`config.mk`:
```
export PLATFORM = sky130hd
export DESIGN_NAME = ddr_wr_ctrl
export DESIGN_NICKNAME = d
export VERILOG_FILES = /design/src/axi_wr_pkg.sv /design/src/ddr_wr_pkg.sv /design/src/ddr_wr_ctrl.sv
export VERILOG_INCLUDE_DIRS = /design/src /design/src/src
export SDC_FILE = /design/constraint.sdc
export NUM_CORES = 1
export LEC_CHECK = 0
export ABC_AREA = 1
export BUFFER_PORTS_ARGS = -buffer_cell sky130_fd_sc_hd__buf_2
export CORE_MARGIN = 4
export CORE_UTILIZATION = 49
export DETAILED_ROUTE_END_ITERATION = 8
export GPL_ROUTABILITY_DRIVEN = 0
export GPL_TIMING_DRIVEN = 1
export PLACE_DENSITY = 0.82
export SYNTH_ARGS = -nofsm -noshare
export SYNTH_HDL_FRONTEND = slang
export SYNTH_SLANG_ARGS = --single-unit
```
`constraint.sdc`:
```
create_clock -name clk -period 3.5 [get_ports clk]
set_input_delay 0.175 -clock clk [delete_from_list [all_inputs] [get_ports clk]]
set_output_delay 0.175 -clock clk [all_outputs]
set_load 0.03 [all_outputs]
```
`src/ddr_bridge_macros.svh`:
```
`ifndef DDR_BRIDGE_MACROS_SVH
`define DDR_BRIDGE_MACROS_SVH

// word address, counted in 32-bit units
`define DDR_ADDR_W        28

// AXI write data side
`define AXI_DATA_W        32
`define AXI_STRB_W        4

// DDR side, one beat holds eight AXI words
`define DDR_DATA_W        256
`define DDR_STRB_W        32
`define DDR_LANES         8

// longest DDR burst, len field is beats minus one
`define DDR_MAX_BEATS     16

// upsizer storage in AXI words, room for two full bursts
`define UPS_DEPTH_WORDS   256

`endif

```
`src/axi_wr_pkg.sv`:
```
`default_nettype none

`include "ddr_bridge_macros.svh"

package axi_wr_pkg;

    localparam logic [1:0] AXI_RESP_OKAY = 2'b00;

    // write address channel
    typedef struct packed {
        logic [3:0]             id;
        logic [`DDR_ADDR_W-1:0] addr;   // word address
        logic [7:0]             len;    // beats minus one
        logic [1:0]             burst;  // incr only, not decoded
    } axi_aw_t;

    // write data channel
    typedef struct packed {
        logic [`AXI_DATA_W-1:0] data;
        logic [`AXI_STRB_W-1:0] strb;
        logic                   last;
    } axi_w_t;

    // write response channel
    typedef struct packed {
        logic [3:0] id;
        logic [1:0] resp;
    } axi_b_t;

endpackage

`default_nettype wire

```
`src/ddr_wr_pkg.sv`:
```
`default_nettype none

`include "ddr_bridge_macros.svh"

package ddr_wr_pkg;

    // one write command toward the DDR controller
    typedef struct packed {
        logic [`DDR_ADDR_W-1:0]             addr;  // multiple of 8 words
        logic [$clog2(`DDR_MAX_BEATS)-1:0]  len;   // beats minus one
        logic [3:0]                         id;
    } ddr_cmd_t;

    // Same 256-bit word seen two ways: the DDR port reads it flat,
    // while the upsizer fills it one 32-bit lane at a time.
    typedef union packed {
        logic [`DDR_DATA_W-1:0]                  flat;
        logic [`DDR_LANES-1:0][`AXI_DATA_W-1:0]  lanes;  // lane 0 is the lowest word
    } ddr_beat_u;

endpackage

`default_nettype wire

```
`src/ddr_wr_ctrl.sv`:
```
`default_nettype none

`include "ddr_bridge_macros.svh"

module ddr_wr_ctrl (
    input  logic                      clk,
    input  logic                      rstn,

    input  axi_wr_pkg::axi_aw_t       aw,
    input  logic                      aw_valid,
    output logic                      aw_ready,
    input  axi_wr_pkg::axi_w_t        w,
    input  logic                      w_valid,
    output logic                      w_ready,
    output axi_wr_pkg::axi_b_t        b,
    output logic                      b_valid,
    input  logic                      b_ready,

    output ddr_wr_pkg::ddr_cmd_t      cmd,
    output logic                      cmd_valid,
    input  logic                      cmd_ready,
    input  logic                      wdata_ready,
    input  logic                      wdata_last,

    output logic                      push,
    output logic [`AXI_DATA_W-1:0]    push_word,
    output logic [`AXI_STRB_W-1:0]    push_strb,
    input  logic                      full,
    input  logic                      almost_full
);

    import axi_wr_pkg::*;

    localparam logic [2:0] ST_IDLE   = 3'd0,
                           ST_FILL   = 3'd1,
                           ST_ISSUE  = 3'd2,
                           ST_DATA   = 3'd3,
                           ST_ENDPAD = 3'd4,
                           ST_RESP   = 3'd5;

    logic [2:0]             state;
    logic [2:0]             state_nxt;
    logic [2:0]             start_pad;    // zero words before the first data word
    logic [2:0]             end_pad;      // zero words after the last data word
    logic [`DDR_ADDR_W-1:0] cmd_addr;
    logic [`DDR_ADDR_W-1:0] end_addr;
    logic [5:0]             beats_left;   // up to 33 for an unaligned 256-word burst
    logic [5:0]             cmd_beats;
    logic [3:0]             req_id;
    logic                   last_seen;
    logic                   last_cmd;
    logic                   aw_fire;
    logic                   w_fire;
    logic                   cmd_fire;
    logic                   b_fire;
    logic                   pad_push;

    assign aw_fire  = aw_valid && aw_ready;
    assign w_fire   = w_valid && w_ready;
    assign cmd_fire = cmd_valid && cmd_ready;
    assign b_fire   = b_valid && b_ready;
    assign end_addr = aw.addr + `DDR_ADDR_W'(aw.len);

    assign cmd_beats = (beats_left > 6'(`DDR_MAX_BEATS)) ? 6'(`DDR_MAX_BEATS) : beats_left;

    always_comb begin
        state_nxt = state;
        case (state)
            ST_IDLE:   if (aw_fire) state_nxt = ST_FILL;
            ST_FILL: begin
                // a full burst goes out first, padding the tail can wait
                if (almost_full) begin
                    state_nxt = ST_ISSUE;
                end else if (last_seen) begin
                    state_nxt = ST_ENDPAD;
                end
            end
            ST_ISSUE:  if (cmd_fire) state_nxt = ST_DATA;
            ST_DATA: begin
                if (wdata_ready && wdata_last) begin
                    state_nxt = last_cmd ? ST_RESP : ST_FILL;
                end
            end
            ST_ENDPAD: if (end_pad == 3'd0) state_nxt = ST_ISSUE;
            ST_RESP:   if (b_fire) state_nxt = ST_IDLE;
            default:   state_nxt = ST_IDLE;
        endcase
    end

    always_ff @(posedge clk) begin
        if (!rstn) begin
            state     <= ST_IDLE;
            start_pad <= 3'd0;
            end_pad   <= 3'd0;
            last_seen <= 1'b0;
            last_cmd  <= 1'b0;
        end else begin
            state <= state_nxt;
            if (aw_fire) begin
                start_pad <= aw.addr[2:0];
                end_pad   <= 3'd7 - end_addr[2:0];
            end else if (pad_push && !full) begin
                if (state == ST_FILL) begin
                    start_pad <= start_pad - 3'd1;
                end else begin
                    end_pad <= end_pad - 3'd1;
                end
            end
            if (b_fire) begin
                last_seen <= 1'b0;
            end else if (w_fire && w.last) begin
                last_seen <= 1'b1;
            end
            if (cmd_fire) begin
                last_cmd <= (beats_left <= 6'(`DDR_MAX_BEATS));
            end
        end
    end

    // request payload, stepped per issued command
    always_ff @(posedge clk) begin
        if (aw_fire) begin
            cmd_addr   <= {aw.addr[`DDR_ADDR_W-1:3], 3'b000};
            beats_left <= end_addr[8:3] - aw.addr[8:3] + 6'd1;
            req_id     <= aw.id;
        end else if (cmd_fire) begin
            cmd_addr   <= cmd_addr + (`DDR_ADDR_W'(cmd_beats) << 3);
            beats_left <= beats_left - cmd_beats;
        end
    end

    assign pad_push = ((state == ST_FILL) && (start_pad != 3'd0))
                   || ((state == ST_ENDPAD) && (end_pad != 3'd0));

    assign push      = (pad_push && !full) || w_fire;
    assign push_word = pad_push ? '0 : w.data;   // pads carry no data
    assign push_strb = pad_push ? '0 : w.strb;

    assign aw_ready = (state == ST_IDLE);
    assign w_ready  = ((state == ST_FILL) || (state == ST_ISSUE) || (state == ST_DATA))
                   && !full && (start_pad == 3'd0) && !last_seen;

    assign cmd_valid = (state == ST_ISSUE);
    assign cmd.addr  = cmd_addr;
    assign cmd.len   = 4'(cmd_beats - 6'd1);
    assign cmd.id    = req_id;

    assign b_valid = (state == ST_RESP);
    assign b.id    = req_id;   // single outstanding write, id comes straight back
    assign b.resp  = AXI_RESP_OKAY;

    a_cmd_stable: assert property (@(posedge clk) disable iff (!rstn)
        cmd_valid && !cmd_ready |=> cmd_valid && $stable(cmd))
        else $error("cmd changed while waiting for cmd_ready");

    // master must not present another last before the response
    a_single_last: assert property (@(posedge clk) disable iff (!rstn)
        last_seen |-> !(w_valid && w.last))
        else $error("second w last within one transaction");

endmodule

`default_nettype wire

```
==> impl_metrics.csv <==
group,metric,value,unit
outcome,status,"completed",
timing,timing.final.max_slew_violations,0,
worst_setup_path,reg2reg_depth,13,
clock_tree,cts-root-buf,"clkbuf_8",
worst_setup_path,startpoint,"aw[2]",
worst_setup_path,max_stage_delay,0.40,ns
grt,grt_pass1_wl,17.7,mm
synth,synth_seq_cells,46,
timing,rsz0062_at_grt,"no",
worst_hold_path,min_from,"aw[41]",
clock_tree,cts_buffer_depth,2,
floorplanning,rows,32,
worst_hold_path,min_path_type,"in2reg",
floorplanning,die_w,98.0,µm
floorplanning,initial_utilization,50.8,%
final_layout,area_growth,24.6,%
worst_setup_path,r2r_start,"beats_left[1]",
worst_setup_path,path_delay_family,"adder cells",
clock_tree,cts_sinks,46,
grt,grt_pass1_vias,3988,
synth,synthFlopType,"edfxtp_1",
job,drv_cap,0,
worst_setup_path,cp-start-kind,"primary input",
synth,synthCells,578,
clock_tree,cts_made_buffers,5,
timing,setup_tns,0,ns
grt,grt_max_degree,38,
clock_tree,cts_tree,"yes",
worst_setup_path,arrival,2.97,ns
placed_design,portBuffers,164,
power_and_ir_drop,irDropWorstVdd,0.000330,V
final_layout,nets,857,
floorplanning,die_area,9600,µm²
floorplanning,pin_count,172,
synth,synth_edf_count,35,
timing,max_slew.worst_pin.slew,0.931,ns
routing,drt_wl_total,10.7,mm
routing,first_pass_iters,5,
timing,clock_skew,0.0165,ns
final_layout,drive_above_1_share,26.4,%
routing,detail-route-antenna-nets,0,
routing,drtIter0Drc,264,
routing,wire_per_inst,12.7,µm
clock_tree,postCtsHoldBufs,0,
timing,max_freq,346,MHz
clock_tree,cts_resized,0,
worst_hold_path,hold_end,"req_id[3]",
grt,overflow,0,
timing,setup_viol,0,
synth,synth_area,3970,µm²
worst_setup_path,cp-end-kind,"flip-flop",
floorplanning,die_y,98.0,µm
routing,vias,4264,
worst_hold_path,hold_path_depth,1,
timing,hold_ws,0.0266,ns
synth,synth.distinct_cells,41,
power_and_ir_drop,p_per_area,960,nW/µm²
synth,async_reset_ff_share,0,%
worst_setup_path,cp_slowest_cell,"fa_1",
worst_setup_path,ff2ff_setup_slack,0.77,ns
routing,drc_errors,0,
power_and_ir_drop,power.leakage,2.67,nW
clock_tree,ctsHtreeMaxLevel,2,
synth,yosysSeqAreaShare,32.1,%
synth,synth_area_per_cell,6.86,µm²
timing,fin_crit,2.89,ns
clock_tree,cts_setup_buffers,0,
grt,antenna_found_initial,0,
timing,min_period_over_period,82.6,%
worst_setup_path,required,3.58,ns
timing,hold_viol,0,
final_layout,diodes,0,
worst_setup_path,crit_chain,"buf_2 > ha_1 > fa_1 > nand3_1 > nand2_1 > a21oi_1 > o21ai_0 > xnor2_1 > inv_1 > ha_1 > ha_1 > nand2_1 > o21ai_0 > xor2_1 > o21ai_0 > nand3_1 > nand2_1",
floorplanning,core_area,7810,µm²
final_layout,utilization,63.3,%
worst_setup_path,crit_buf_inv,2,
worst_setup_path,worstSetupPathType,"in2reg",
timing,maxSlewHeadroom,37.8,%
worst_setup_path,crit-reg2reg-capture,"cmd_addr[17]",
clock_tree,worstSkewPairLatency,0.31,ns
synth,synth_warnings,0,
clock_tree,clk_pin_slew_worst_paths,0.10,ns
routing,via_per_inst,5.07,
grt,grt_use_total,21.9,%
worst_setup_path,path_max_fanout,4,
placed_design,dp_hpwl,8.72,mm
==> kinds of logic (layout without fill, tap and decap cells) <==
| logic type | Yosys count | after routing | synth area share, % |
|---|---|---|---|
| mux | 1 | 1 | 0.252 |
| flops | 46 | 46 | 32.1 |
| xor+xnor | 17 | 17 | 3.76 |
| fa+ha+maj | 30 | 30 | 9.85 |
| buf+inv | 132 | 288 | 13.5 |
| other cells | 2 | 7 | 0.189 |
| simple gates | 278 | 278 | 30.1 |
| compound gates | 72 | 72 | 10.3 |
==> stage by stage <==
step / cells / setup WS (ns) / area [µm²] / power (W)
floorplan: 583 / 0.726 / 3980 / 0.00355
global placement: 833 / 0.433 / 4840 / 0.00429
detailed placement: 833 / 0.287 / 4840 / 0.00439
CTS: 841 / 0.623 / 4940 / 0.00475
global route: 841 / 0.452 / 4940 / 0.00514
finish: 841 / 0.609 / 4940 / 0.00474
==> worst max-delay path by stage <==
stage / slack, ns / cells past startpoint / to
after floorplan: 0.73 / 16 / beats_left[5]
after global placement: 0.43 / 17 / beats_left[5]
after detailed placement: 0.29 / 17 / beats_left[5]
after CTS: 0.62 / 17 / beats_left[5]
after global routing: 0.45 / 17 / beats_left[5]
final: 0.61 / 17 / beats_left[5]
==> cell usage in the layout, fill, tap and decap left out, types with 2 or more instances in the layout <==
master and count:
buf_2 164, nand2_1 139, inv_1 109, nor2_1 64, nand3_1 37, edfxtp_1 35
ha_1 28, o21ai_0 25, a21oi_1 25, nand4_1 12, xor2_1 11, dfxtp_1 11
nor3_1 8, o21ai_1 7, conb_1 7, xnor2_1 6, nand2_2 5, clkbuf_8 5
inv_2 4, nand3b_1 3, or2_2 3, a211oi_1 3, buf_4 3, nor4_1 2
o31ai_1 2, o22ai_1 2, fa_1 2
==> state kept, by name, summed over array words and instances (netlist names) <==
| register | flops |
|---|---|
| last_seen | 1 |
| cmd_addr | 25 |
| start_pad | 3 |
| req_id | 4 |
| beats_left | 6 |
| end_pad | 3 |
| last_cmd | 1 |
| state | 3 |
==> cell usage after synthesis, drive strengths merged (3+ instances only) <==
| cell type | count | area [µm²] |
|---|---|---|
| a21oi | 26 | 134 |
| nand2 | 144 | 553 |
| a211oi | 3 | 22.5 |
| o21ai | 34 | 185 |
| xor2 | 11 | 96.3 |
| clkbuf | 6 | 22.5 |
| buf | 13 | 87.6 |
| nor2 | 65 | 251 |
| edfxtp | 35 | 1050 |
| nand3 | 38 | 195 |
| nor3 | 9 | 50.1 |
| ha | 28 | 350 |
| dfxtp | 11 | 220 |
| or2 | 5 | 33.8 |
| nand4 | 12 | 75.1 |
| xnor2 | 6 | 52.6 |
| nand3b | 3 | 22.5 |
| inv | 113 | 424 |
==> layout make-up <==
type,instances,area [µm²]
Multi-Input combinational cell,405,2180
Timing Repair Buffer,167,843
Inverter,113,424
Sequential cell,46,1270
Clock buffer,5,68.8
Clock inverter,3,27.5
Tap cell,102,128
Fill cell,708,2870
==> power by group <==
part | leakage [nW] | switching (W) | total (W) | internal, W
Clock | 0.0467 | 0.000209 | 0.000357 | 0.000148
Combinational | 2.20 | 0.00223 | 0.00316 | 0.000933
Sequential | 0.424 | 0.000239 | 0.00123 | 0.000990
==> metal layers <==
layer  global-route usage [%]  up-vias  share of wire, %
met5                        0        -                 0
met4                     5.86        0               1.7
met3                     3.43       16               8.0
met2                     40.8      197                51
met1                     25.9     1903                40
li1                         -     2148                 -
Power figures use the tool's default switching activity.
